[src/source/mips_pkg.sv]
`default_nettype none

package mips_pkg;

  // Instruction cycle, one instruction at a time
  typedef enum logic [2:0] {
    FETCH     = 3'd0,
    DECODE    = 3'd1,
    EXEC      = 3'd2,
    MEM       = 3'd3,
    WRITEBACK = 3'd4,
    HALT      = 3'd5
  } state_t;

  // Primary opcode field, instr[31:26]
  typedef enum logic [5:0] {
    OP_SPECIAL = 6'h00,
    OP_J       = 6'h02,
    OP_BEQ     = 6'h04,
    OP_BNE     = 6'h05,
    OP_ADDIU   = 6'h09,
    OP_ORI     = 6'h0D,
    OP_LUI     = 6'h0F,
    OP_LW      = 6'h23,
    OP_SW      = 6'h2B
  } opcode_t;

  // Function field of SPECIAL instructions, instr[5:0]
  typedef enum logic [5:0] {
    FUNC_JR   = 6'h08,
    FUNC_ADDU = 6'h21,
    FUNC_SUBU = 6'h23,
    FUNC_AND  = 6'h24,
    FUNC_OR   = 6'h25,
    FUNC_XOR  = 6'h26,
    FUNC_SLT  = 6'h2A,
    FUNC_SLTU = 6'h2B
  } func_t;

  // Register file write destination
  typedef enum logic [1:0] {
    RD    = 2'd0,
    RT    = 2'd1,
    GPR31 = 2'd2
  } wb_sel_t;

  // First fetch address after reset, in the boot ROM segment
  localparam logic [31:0] RESET_VECTOR = 32'hBFC0_0000;

  // Reaching this pc stops the core
  localparam logic [31:0] HALT_ADDRESS = 32'h0000_0000;

  // Bytes per bus word, also the byteenable width
  localparam int WORD_BYTES = 4;

endpackage

`default_nettype wire

[src/source/mips_fsm.sv]
`timescale 1ns/10ps
`default_nettype none

module mips_fsm
  import mips_pkg::*;
(
  input  logic   clk,
  input  logic   reset,
  input  logic   stall_i,
  input  logic   halt_i,
  input  logic   mem_access_i,
  output state_t state_o
);

  state_t state_d;

  always_comb begin
    state_d = state_o;
    case (state_o)
      FETCH: begin
        if (halt_i) begin
          state_d = HALT;
        end else if (!stall_i) begin
          state_d = DECODE;
        end
      end
      DECODE:    state_d = EXEC;
      // Only loads and stores need a second bus transfer
      EXEC:      state_d = mem_access_i ? MEM : WRITEBACK;
      MEM: begin
        if (!stall_i) begin
          state_d = WRITEBACK;
        end
      end
      WRITEBACK: state_d = FETCH;
      default:   state_d = HALT;
    endcase
  end

  // Reset parks in WRITEBACK so the bus stays idle until the first fetch
  always_ff @(posedge clk) begin
    if (reset) begin
      state_o <= WRITEBACK;
    end else begin
      state_o <= state_d;
    end
  end

  // A halted core keeps its pc on the halt address
  a_halt_parked : assert property (
    @(posedge clk) disable iff (reset) state_o == HALT |-> halt_i
  ) else $error("HALT state with the pc off the halt address");

endmodule

`default_nettype wire

[src/source/mips_control.sv]
`timescale 1ns/10ps
`default_nettype none

module mips_control
  import mips_pkg::*;
(
  input  state_t  state_i,
  input  logic    waitrequest_i,
  input  opcode_t opcode_i,
  input  func_t   funct_i,
  output logic    mem_access_o,
  output logic    pc_write_en_o,
  output logic    ir_write_en_o,
  output logic    regfile_write_en_o,
  output wb_sel_t wb_sel_o,
  output logic    read_o,
  output logic    write_o,
  output logic    ram_addr_sel_o,
  output logic    alu_src_imm_o
);

  logic is_load;
  logic is_store;
  logic writes_reg;
  logic fetch_done;

  assign is_load  = opcode_i == OP_LW;
  assign is_store = opcode_i == OP_SW;

  // Instructions that write their result in WRITEBACK
  always_comb begin
    writes_reg = 1'b0;
    case (opcode_i)
      OP_SPECIAL: begin
        case (funct_i)
          FUNC_ADDU, FUNC_SUBU, FUNC_AND, FUNC_OR,
          FUNC_XOR, FUNC_SLT, FUNC_SLTU: writes_reg = 1'b1;
          default:                       writes_reg = 1'b0;
        endcase
      end
      OP_ADDIU, OP_ORI, OP_LUI: writes_reg = 1'b1;
      default:                  writes_reg = 1'b0;
    endcase
  end

  assign mem_access_o = is_load || is_store;

  always_comb begin
    case (opcode_i)
      OP_ADDIU, OP_ORI, OP_LUI, OP_LW, OP_SW: alu_src_imm_o = 1'b1;
      default:                                alu_src_imm_o = 1'b0;
    endcase
  end

  // R-type writes rd and the immediate forms write rt
  assign wb_sel_o = (opcode_i == OP_SPECIAL) ? RD : RT;

  // Fetch reads at the pc and MEM uses the effective address
  assign read_o         = (state_i == FETCH) || (state_i == MEM && is_load);
  assign write_o        = (state_i == MEM) && is_store;
  assign ram_addr_sel_o = state_i == MEM;

  // Nothing commits while the slave holds waitrequest
  assign fetch_done    = (state_i == FETCH) && !waitrequest_i;
  assign pc_write_en_o = fetch_done;
  assign ir_write_en_o = fetch_done;

  // Loads write straight from the bus when the read completes
  assign regfile_write_en_o = (state_i == WRITEBACK && writes_reg) ||
                              (state_i == MEM && is_load && !waitrequest_i);

  // Only loads and stores may reach MEM
  a_mem_is_access : assert final ((state_i != MEM) || mem_access_o)
    else $error("MEM state reached without a load or store");

endmodule

`default_nettype wire

[src/source/mips_pc.sv]
`timescale 1ns/10ps
`default_nettype none

module mips_pc
  import mips_pkg::*;
(
  input  logic        clk,
  input  logic        reset,
  input  logic        write_en_i,
  input  logic        branch_taken_i,
  input  logic [31:0] target_i,
  output logic [31:0] pc_o,
  output logic        at_halt_o
);

  logic        pending_q;
  logic [31:0] pending_target_q;

  assign at_halt_o = pc_o == HALT_ADDRESS;

  // A taken branch waits here until the delay slot has been fetched
  always_ff @(posedge clk) begin
    if (reset) begin
      pc_o      <= RESET_VECTOR;
      pending_q <= 1'b0;
    end else if (write_en_i && !at_halt_o) begin
      pc_o      <= pending_q ? pending_target_q : pc_o + 32'(WORD_BYTES);
      pending_q <= 1'b0;
    end else if (branch_taken_i) begin
      pending_q <= 1'b1;
    end
  end

  always_ff @(posedge clk) begin
    if (branch_taken_i && !write_en_i) begin
      pending_target_q <= target_i;
    end
  end

endmodule

`default_nettype wire

[src/source/mips_regfile.sv]
`timescale 1ns/10ps
`default_nettype none

module mips_regfile (
  input  logic        clk,
  input  logic        reset,
  input  logic [4:0]  rs_addr_i,
  input  logic [4:0]  rt_addr_i,
  input  logic [4:0]  wr_addr_i,
  input  logic [31:0] wr_data_i,
  input  logic        wr_en_i,
  output logic [31:0] rs_data_o,
  output logic [31:0] rt_data_o,
  output logic [31:0] v0_o
);

  logic [31:0] regs [32];

  // $zero is cleared by reset and never written after
  always_ff @(posedge clk) begin
    if (reset) begin
      for (int i = 0; i < 32; i++) begin
        regs[i] <= '0;
      end
    end else if (wr_en_i && wr_addr_i != 5'd0) begin
      regs[wr_addr_i] <= wr_data_i;
    end
  end

  assign rs_data_o = regs[rs_addr_i];
  assign rt_data_o = regs[rt_addr_i];

  // v0 is register 2
  assign v0_o = regs[2];

endmodule

`default_nettype wire

[src/source/mips_alu.sv]
`timescale 1ns/10ps
`default_nettype none

module mips_alu
  import mips_pkg::*;
(
  input  logic        clk,
  input  logic        reset,
  input  logic        ir_write_en_i,
  input  logic [31:0] instr_i,
  input  logic        alu_src_imm_i,
  input  logic [31:0] rs_data_i,
  input  logic [31:0] rt_data_i,
  input  logic [31:0] pc_i,
  output opcode_t     opcode_o,
  output func_t       funct_o,
  output logic [4:0]  rs_addr_o,
  output logic [4:0]  rt_addr_o,
  output logic [4:0]  rd_addr_o,
  output logic [31:0] result_o,
  output logic [31:0] effective_address_o,
  output logic        branch_taken_o,
  output logic [31:0] target_o
);

  logic [31:0] ir_q;
  logic [31:0] imm_sext;
  logic [31:0] imm_ext;
  logic [31:0] operand_b;
  logic        rs_eq_rt;

  // Cleared IR decodes as a harmless SPECIAL with no write and no branch
  always_ff @(posedge clk) begin
    if (reset) begin
      ir_q <= '0;
    end else if (ir_write_en_i) begin
      ir_q <= instr_i;
    end
  end

  assign opcode_o  = opcode_t'(ir_q[31:26]);
  assign funct_o   = func_t'(ir_q[5:0]);
  assign rs_addr_o = ir_q[25:21];
  assign rt_addr_o = ir_q[20:16];
  assign rd_addr_o = ir_q[15:11];

  assign imm_sext = {{16{ir_q[15]}}, ir_q[15:0]};

  always_comb begin
    case (opcode_o)
      OP_ORI:  imm_ext = {16'h0000, ir_q[15:0]};
      OP_LUI:  imm_ext = {ir_q[15:0], 16'h0000};
      default: imm_ext = imm_sext;
    endcase
  end

  assign operand_b = alu_src_imm_i ? imm_ext : rt_data_i;

  always_comb begin
    case (opcode_o)
      OP_SPECIAL: begin
        case (funct_o)
          FUNC_ADDU: result_o = rs_data_i + operand_b;
          FUNC_SUBU: result_o = rs_data_i - operand_b;
          FUNC_AND:  result_o = rs_data_i & operand_b;
          FUNC_OR:   result_o = rs_data_i | operand_b;
          FUNC_XOR:  result_o = rs_data_i ^ operand_b;
          FUNC_SLT:  result_o = {31'd0, $signed(rs_data_i) < $signed(operand_b)};
          FUNC_SLTU: result_o = {31'd0, rs_data_i < operand_b};
          default:   result_o = '0;
        endcase
      end
      OP_ADDIU: result_o = rs_data_i + operand_b;
      OP_ORI:   result_o = rs_data_i | operand_b;
      OP_LUI:   result_o = operand_b;
      default:  result_o = '0;
    endcase
  end

  assign effective_address_o = rs_data_i + imm_sext;

  // pc already points at the delay slot while the branch is decoded
  assign rs_eq_rt = rs_data_i == rt_data_i;

  always_comb begin
    branch_taken_o = 1'b0;
    target_o       = pc_i + {imm_sext[29:0], 2'b00};
    case (opcode_o)
      OP_BEQ: branch_taken_o = rs_eq_rt;
      OP_BNE: branch_taken_o = !rs_eq_rt;
      OP_J: begin
        branch_taken_o = 1'b1;
        target_o       = {pc_i[31:28], ir_q[25:0], 2'b00};
      end
      OP_SPECIAL: begin
        if (funct_o == FUNC_JR) begin
          branch_taken_o = 1'b1;
          target_o       = rs_data_i;
        end
      end
      default: branch_taken_o = 1'b0;
    endcase
  end

endmodule

`default_nettype wire

[src/source/mips_cpu_bus.sv]
`timescale 1ns/10ps
`default_nettype none

module mips_cpu_bus
  import mips_pkg::*;
(
  input  logic                  clk,
  input  logic                  reset,
  output logic                  active_o,
  output logic [31:0]           register_v0_o,
  output logic [31:0]           address_o,
  output logic                  read_o,
  output logic                  write_o,
  input  logic                  waitrequest_i,
  output logic [31:0]           writedata_o,
  output logic [WORD_BYTES-1:0] byteenable_o,
  input  logic [31:0]           readdata_i
);

  // The core is big-endian, the bus is little-endian
  function automatic logic [31:0] swap_bytes(input logic [31:0] word);
    swap_bytes = {word[7:0], word[15:8], word[23:16], word[31:24]};
  endfunction

  state_t      state;
  logic        stall;
  logic        at_halt;
  logic        mem_access;
  logic        pc_write_en;
  logic        ir_write_en;
  logic        regfile_write_en;
  wb_sel_t     wb_sel;
  logic        ctrl_read;
  logic        ram_addr_sel;
  logic        alu_src_imm;
  opcode_t     opcode;
  func_t       funct;
  logic [4:0]  rs_addr;
  logic [4:0]  rt_addr;
  logic [4:0]  rd_addr;
  logic [4:0]  wr_addr;
  logic [31:0] wr_data;
  logic [31:0] rs_data;
  logic [31:0] rt_data;
  logic [31:0] result;
  logic [31:0] effective_address;
  logic        branch_taken;
  logic [31:0] target;
  logic [31:0] pc;
  logic [31:0] readdata_be;

  assign readdata_be = swap_bytes(readdata_i);

  // No fetch goes out once the pc reaches the halt address
  assign read_o = ctrl_read && !at_halt;
  assign stall  = (read_o || write_o) && waitrequest_i;

  mips_fsm u_fsm (
    .clk          (clk),
    .reset        (reset),
    .stall_i      (stall),
    .halt_i       (at_halt),
    .mem_access_i (mem_access),
    .state_o      (state)
  );

  mips_control u_control (
    .state_i            (state),
    .waitrequest_i      (waitrequest_i),
    .opcode_i           (opcode),
    .funct_i            (funct),
    .mem_access_o       (mem_access),
    .pc_write_en_o      (pc_write_en),
    .ir_write_en_o      (ir_write_en),
    .regfile_write_en_o (regfile_write_en),
    .wb_sel_o           (wb_sel),
    .read_o             (ctrl_read),
    .write_o            (write_o),
    .ram_addr_sel_o     (ram_addr_sel),
    .alu_src_imm_o      (alu_src_imm)
  );

  mips_pc u_pc (
    .clk            (clk),
    .reset          (reset),
    .write_en_i     (pc_write_en),
    .branch_taken_i (branch_taken),
    .target_i       (target),
    .pc_o           (pc),
    .at_halt_o      (at_halt)
  );

  always_comb begin
    case (wb_sel)
      RD:      wr_addr = rd_addr;
      RT:      wr_addr = rt_addr;
      GPR31:   wr_addr = 5'd31;
      default: wr_addr = 5'd0;
    endcase
  end

  // Loads take the word from the bus, all else the ALU result
  assign wr_data = (opcode == OP_LW) ? readdata_be : result;

  mips_regfile u_regfile (
    .clk       (clk),
    .reset     (reset),
    .rs_addr_i (rs_addr),
    .rt_addr_i (rt_addr),
    .wr_addr_i (wr_addr),
    .wr_data_i (wr_data),
    .wr_en_i   (regfile_write_en),
    .rs_data_o (rs_data),
    .rt_data_o (rt_data),
    .v0_o      (register_v0_o)
  );

  mips_alu u_alu (
    .clk                 (clk),
    .reset               (reset),
    .ir_write_en_i       (ir_write_en && !at_halt),
    .instr_i             (readdata_be),
    .alu_src_imm_i       (alu_src_imm),
    .rs_data_i           (rs_data),
    .rt_data_i           (rt_data),
    .pc_i                (pc),
    .opcode_o            (opcode),
    .funct_o             (funct),
    .rs_addr_o           (rs_addr),
    .rt_addr_o           (rt_addr),
    .rd_addr_o           (rd_addr),
    .result_o            (result),
    .effective_address_o (effective_address),
    .branch_taken_o      (branch_taken),
    .target_o            (target)
  );

  assign address_o    = ram_addr_sel ? effective_address : pc;
  assign writedata_o  = swap_bytes(rt_data);
  assign byteenable_o = {WORD_BYTES{1'b1}};
  assign active_o     = state != HALT;

  // A stalled transfer must present the same address and data next cycle
  a_stall_hold : assert property (
    @(posedge clk) disable iff (reset)
    stall |=> $stable(address_o) && $stable(writedata_o)
  ) else $error("bus request changed under waitrequest");

endmodule

`default_nettype wire

[config.mk]
export PLATFORM = sky130hd
export DESIGN_NAME = mips_cpu_bus
export DESIGN_NICKNAME = d
export VERILOG_FILES = /design/src/source/mips_pkg.sv /design/src/source/mips_fsm.sv /design/src/source/mips_control.sv /design/src/source/mips_pc.sv /design/src/source/mips_regfile.sv /design/src/source/mips_alu.sv /design/src/source/mips_cpu_bus.sv
export SDC_FILE = /design/constraint.sdc
export NUM_CORES = 2
export LEC_CHECK = 0
export BUFFER_PORTS_ARGS = -buffer_cell sky130_fd_sc_hd__buf_2
export CELL_PAD_IN_SITES_DETAIL_PLACEMENT = 2
export CELL_PAD_IN_SITES_GLOBAL_PLACEMENT = 2
export CORE_ASPECT_RATIO = 0.7
export CORE_MARGIN = 4
export CORE_UTILIZATION = 43
export CTS_CLUSTER_SIZE = 30
export DETAILED_ROUTE_END_ITERATION = 10
export PLACE_DENSITY = 0.89
export SLEW_MARGIN = 20
export SYNTH_ARGS = -nofsm -noshare
export SYNTH_HDL_FRONTEND = slang
export SYNTH_HIERARCHICAL = 1
export SYNTH_SLANG_ARGS = --single-unit
[constraint.sdc]
create_clock -name clk -period 7.7 [get_ports clk]
set_input_delay 0.385 -clock clk [delete_from_list [all_inputs] [get_ports clk]]
set_output_delay 0.385 -clock clk [all_outputs]
set_load 0.01 [all_outputs]
==> results.txt <==
The flow ran to the end, but the final reports show violations. The checks that failed: negative setup slack. The startpoint identified for the worst register-to-register timing path is u_alu/ir_q[16].

After synthesis, the most frequently instantiated cells are sky130_fd_sc_hd__mux2i_1, sky130_fd_sc_hd__edfxtp_1, sky130_fd_sc_hd__and2_1, sky130_fd_sc_hd__a21oi_1, sky130_fd_sc_hd__nand2_1. The combinational family with the most area after synthesis is simple AND/OR/NAND/NOR gates. The initial antenna violation count is 38. The synthesized-area fraction occupied by ao, oa, aoi and oai cells came out at 11.60%. The x dimension of the die came out at between 400 and 500 um. The synthesized netlist devotes 2.851% of its cell area to adder and majority cells. The count of filler cells inserted in the layout is around 16,000. The kind of start point of the critical path is a register. The startpoint identified for the worst hold timing path is readdata_i[14]. At the worst endpoint, the arrival time is 8.42 ns. The first-pass GRT wire length is 522,200 um. The post-detailed-route via-to-cell ratio is roughly 7.3. Traced cell by cell, the critical path runs through and2_4 -> buf_4 -> a22o_1 -> nor3_1 -> a31oi_1 -> nand3_1 -> inv_1 -> o21ai_0 -> inv_1 -> ha_1 -> nand2_1 -> nor4_1 -> and3_1 -> or2_2 -> a31oi_1 -> o21a_1 -> nor4_1 -> nor3_1 -> nor3b_1 -> a21oi_1 -> mux2_4 -> and2_1.

The detail route stage leaves a number of antenna-violating nets equal to 0. Of the available clock period, the critical path in the final layout requires 102.2%. After synthesis, the cell types taking the most area are sky130_fd_sc_hd__edfxtp_1, sky130_fd_sc_hd__mux2i_1, sky130_fd_sc_hd__and2_1, sky130_fd_sc_hd__ha_1, sky130_fd_sc_hd__a21oi_1. The area growth from synthesis to layout is 9.996%.

Once layout is complete, the utilization of the core stands at a little under half. The initial detailed-routing violation count came out at between 10,000 and 15,000. The worst slack at placement is ~0.12 ns. Of the total synthesized cell area, the portion taken by XOR and XNOR cells is ~1.5%.

Setup repair after global routing left no endpoint under its margin. Buffers inserted during clock tree synthesis total 116. The final critical path time including I/O delays and setup is 7.868 ns. The share of synthesized cell area in and, or, nand and nor gates is between 15 and 20%. The worst-case vdd ir drop came out at around 0.00023 V. The maximum level of the CTS H-tree came out at 3. The number of buffers and inverters on the critical path is 3. The area share of the leading cell type in the synthesized netlist came out at 43.95%. The die height came out at about 350 um. The initialized floorplan defines 125 standard-cell rows.

The leakage power is roughly 28 nW. The fmax is 127.1 MHz. The number of hold-slack violations in the final timing report came out at 0. The critical path is of the reg -> reg type. The final routed DRC violation total came out at 0. The share of flip-flops with an asynchronous set or reset after synthesis is 0%. The source-to-sink clock delay at the later pin of the worst-skew pair came out at 0.85 ns. The maximum number of pins on one net before global-route repair is 76. Max-cap violations in this run came to 0. The final-report max-slew violation count came out at 0. The worst hold slack is around 0.1 ns. The per-cell routed wire length is just over 40 um. The via count of the first global-routing pass came out at 69,370.

The area of the die came out at 0.1745 mm^2. In the synthesized netlist, mux cells make up ~16% of the area. The root buffer cell is sky130_fd_sc_hd__clkbuf_16. The worst clock skew on the final layout is between 0.06 and 0.07 ns. The number of nets in the layout came out at between 6,000 and 7,000. The count of final setup violators came out at between 100 and 150. For this run, the leading register cell type out of synthesis is sky130_fd_sc_hd__edfxtp_1.

Synthesis inferred ~1,100 register bits. The total half-perimeter wirelength after legalization and detailed placement came out at approximately 230,000 um. The area of the placeable core came out at between 0.15 and 0.2 mm^2. The leading cell type by number of instances after synthesis is sky130_fd_sc_hd__mux2i_1. Power spread over the standard cell area amounts to between 200 and 250 mW/mm^2. The sequential area share after synthesis came out at between 40 and 50%. The clock slew at the register clock pins of the worst setup and hold paths came out at 0.08 ns. The total iterations of the first detailed-routing run is 7. The global-route usage over all layers came out at 41.02%. On the critical path, the stage with the largest delay is an instance of sky130_fd_sc_hd__nor4_1. In this run, synthesis inferred roughly 1,100 flip-flops with an integrated enable. The delay contributed by the slowest stage of the critical path is about 0.70 ns. Setup slack on the worst reg-to-reg path comes out at -0.17 ns. STA classifies the critical path endpoint as a register. The number of sinks handled by clock tree synthesis came out at approximately 1,100. The maximum buffer depth of the clock tree came out at 3. The routed design has approximately 370,000 um of wire. The remaining max-slew budget at the tightest pin is between 10% and 20%.

The proportion of layout cells with a drive suffix above 1 came out at 11.41%. The top fanout value on the critical path came out at 31. The starting density of the core came out at between 40 and 50%. The last weighted congestion value of the routability-driven placer is 0.9679. Summing over every cut layer, the via total after detailed routing is around 66,000. The clock tree from TritonCTS is done. The average instance area after synthesis is between 10 and 15 um^2. The required time at the endpoint of the critical path came out at between 8 and 9 ns. The largest total area in the synthesized netlist belongs to sky130_fd_sc_hd__edfxtp_1. The path class of the lowest-slack min-delay path is in -> reg. The total overflow left after global routing is 0.

The synthesized netlist occupies a cell area of a little over 0.07 mm^2. The setup slack of the critical path after layout came out at -0.1680 ns. On the critical path the largest part of the delay comes from simple AND/OR/NAND/NOR gates.

Yosys printed 6 warnings. The number of ports placed on the die boundary is around 140. At the pin with the least slew margin, the transition time is about 1.2 ns. The gate count after technology mapping is approximately 6,800. The startpoint of the most critical setup path is u_alu/ir_q[16]. The count of input and output buffers came out at 133.

After synthesis, the netlist uses 101 different library cells.
==> layout by cell type, fill, tap and decap left out, types with 63 or more instances in the layout <==
| cell | n |
|---|---|
| sky130_fd_sc_hd__nor3_1 | 96 |
| sky130_fd_sc_hd__o21ai_0 | 156 |
| sky130_fd_sc_hd__a22oi_1 | 238 |
| sky130_fd_sc_hd__and2_1 | 1003 |
| sky130_fd_sc_hd__ha_1 | 158 |
| sky130_fd_sc_hd__nand2_1 | 325 |
| sky130_fd_sc_hd__a21oi_1 | 379 |
| sky130_fd_sc_hd__buf_4 | 226 |
| sky130_fd_sc_hd__edfxtp_1 | 1056 |
| sky130_fd_sc_hd__nand3_1 | 261 |
| sky130_fd_sc_hd__a22o_1 | 131 |
| sky130_fd_sc_hd__nor2_1 | 206 |
| sky130_fd_sc_hd__mux2i_1 | 1085 |
| sky130_fd_sc_hd__dfxtp_1 | 63 |
| sky130_fd_sc_hd__buf_2 | 132 |
| sky130_fd_sc_hd__inv_1 | 141 |
| sky130_fd_sc_hd__clkbuf_16 | 117 |
| sky130_fd_sc_hd__xnor2_1 | 63 |
| sky130_fd_sc_hd__a31oi_1 | 97 |
==> power by group <==
part / total (W) / switching, W / internal, W / leakage, nW
clock: 0.00633 / 0.00293 / 0.00340 / 1.92
sequential: 0.00717 / 0.000255 / 0.00691 / 11.4
combinational: 0.00565 / 0.00398 / 0.00166 / 14.8
total: 0.0191 / 0.00717 / 0.0120 / 28.1
==> worst paths after layout <==
kind / to / cells after the start
worst max-delay path: u_regfile/regs[2][29] / 22
worst max register to register: u_regfile/regs[2][29] / 22
worst min-delay path: u_alu/ir_q[22] / 3
worst min register to register: u_pc/pc_o[4] / 2
==> registers in the layout (all words and copies together) (netlist names) <==
name and count:
u_regfile/regs 1024, u_alu/ir_q 32, u_pc/pc_o 32, u_pc/pending_target_q 32
u_fsm/state_o 3, u_pc/pending_q 1
==> tightest hold or removal path, stage by stage <==
cell and delay, ns:
sky130_fd_sc_hd__buf_2 0.16, sky130_fd_sc_hd__mux2i_1 0.16, sky130_fd_sc_hd__nor2_1 0.15
==> stage by stage <==
stage	total power, W	setup TNS, ns	area (um^2)	cells
after global placement	0.01198	0	74850	8799
after CTS	0.01872	0	79140	9053
after global routing	0.01945	0	79280	9063
after detailed placement	0.01232	0	74850	8799
after floorplan	0.01026	0	72270	6795
final	0.01915	-11.50	79360	9092
==> layout make-up <==
cell class | count | area, um^2 | area share (%)
multi-input cells | 4927 | 35630 | 44.90
diodes | 35 | 87.58 | 0.1104
flip-flops and latches | 1124 | 33080 | 41.69
clock buffers | 132 | 2984 | 3.760
repair buffers | 422 | 3292 | 4.148
clock inverters | 89 | 969.7 | 1.222
inverters | 141 | 529.3 | 0.6669
well taps | 2222 | 2780 | 3.503
==> layer usage <==
metal  vias up  routed length (um)  global-route usage (%)
met1     33530              134700                   49.74
met3      1829               47840                   13.42
met2      6003              162100                   62.72
li1      24680                   -                       -
met5         -                 174                  0.6230
met4         8               28720                   27.02
==> kinds of logic (layout without fill, tap and decap cells) <==
family,after synthesis,after routing
AO/OA/AOI/OAI,1273,1273
XOR/XNOR,122,122
adder cells (fa/ha/maj),162,162
buffers and inverters,744,784
flip-flops,1124,1124
multiplexers,1156,1156
other,3,72
AND/OR/NAND/NOR,2177,2177
==> timing repair <==
item                                   CTS  global route
setup endpoints to repair               31           129
endpoints found under the hold margin   29             0
resized for setup                        0            13
setup buffers                            1             4
hold buffers                            32             0
No activity file was read; power rests on OpenSTA's default activity.
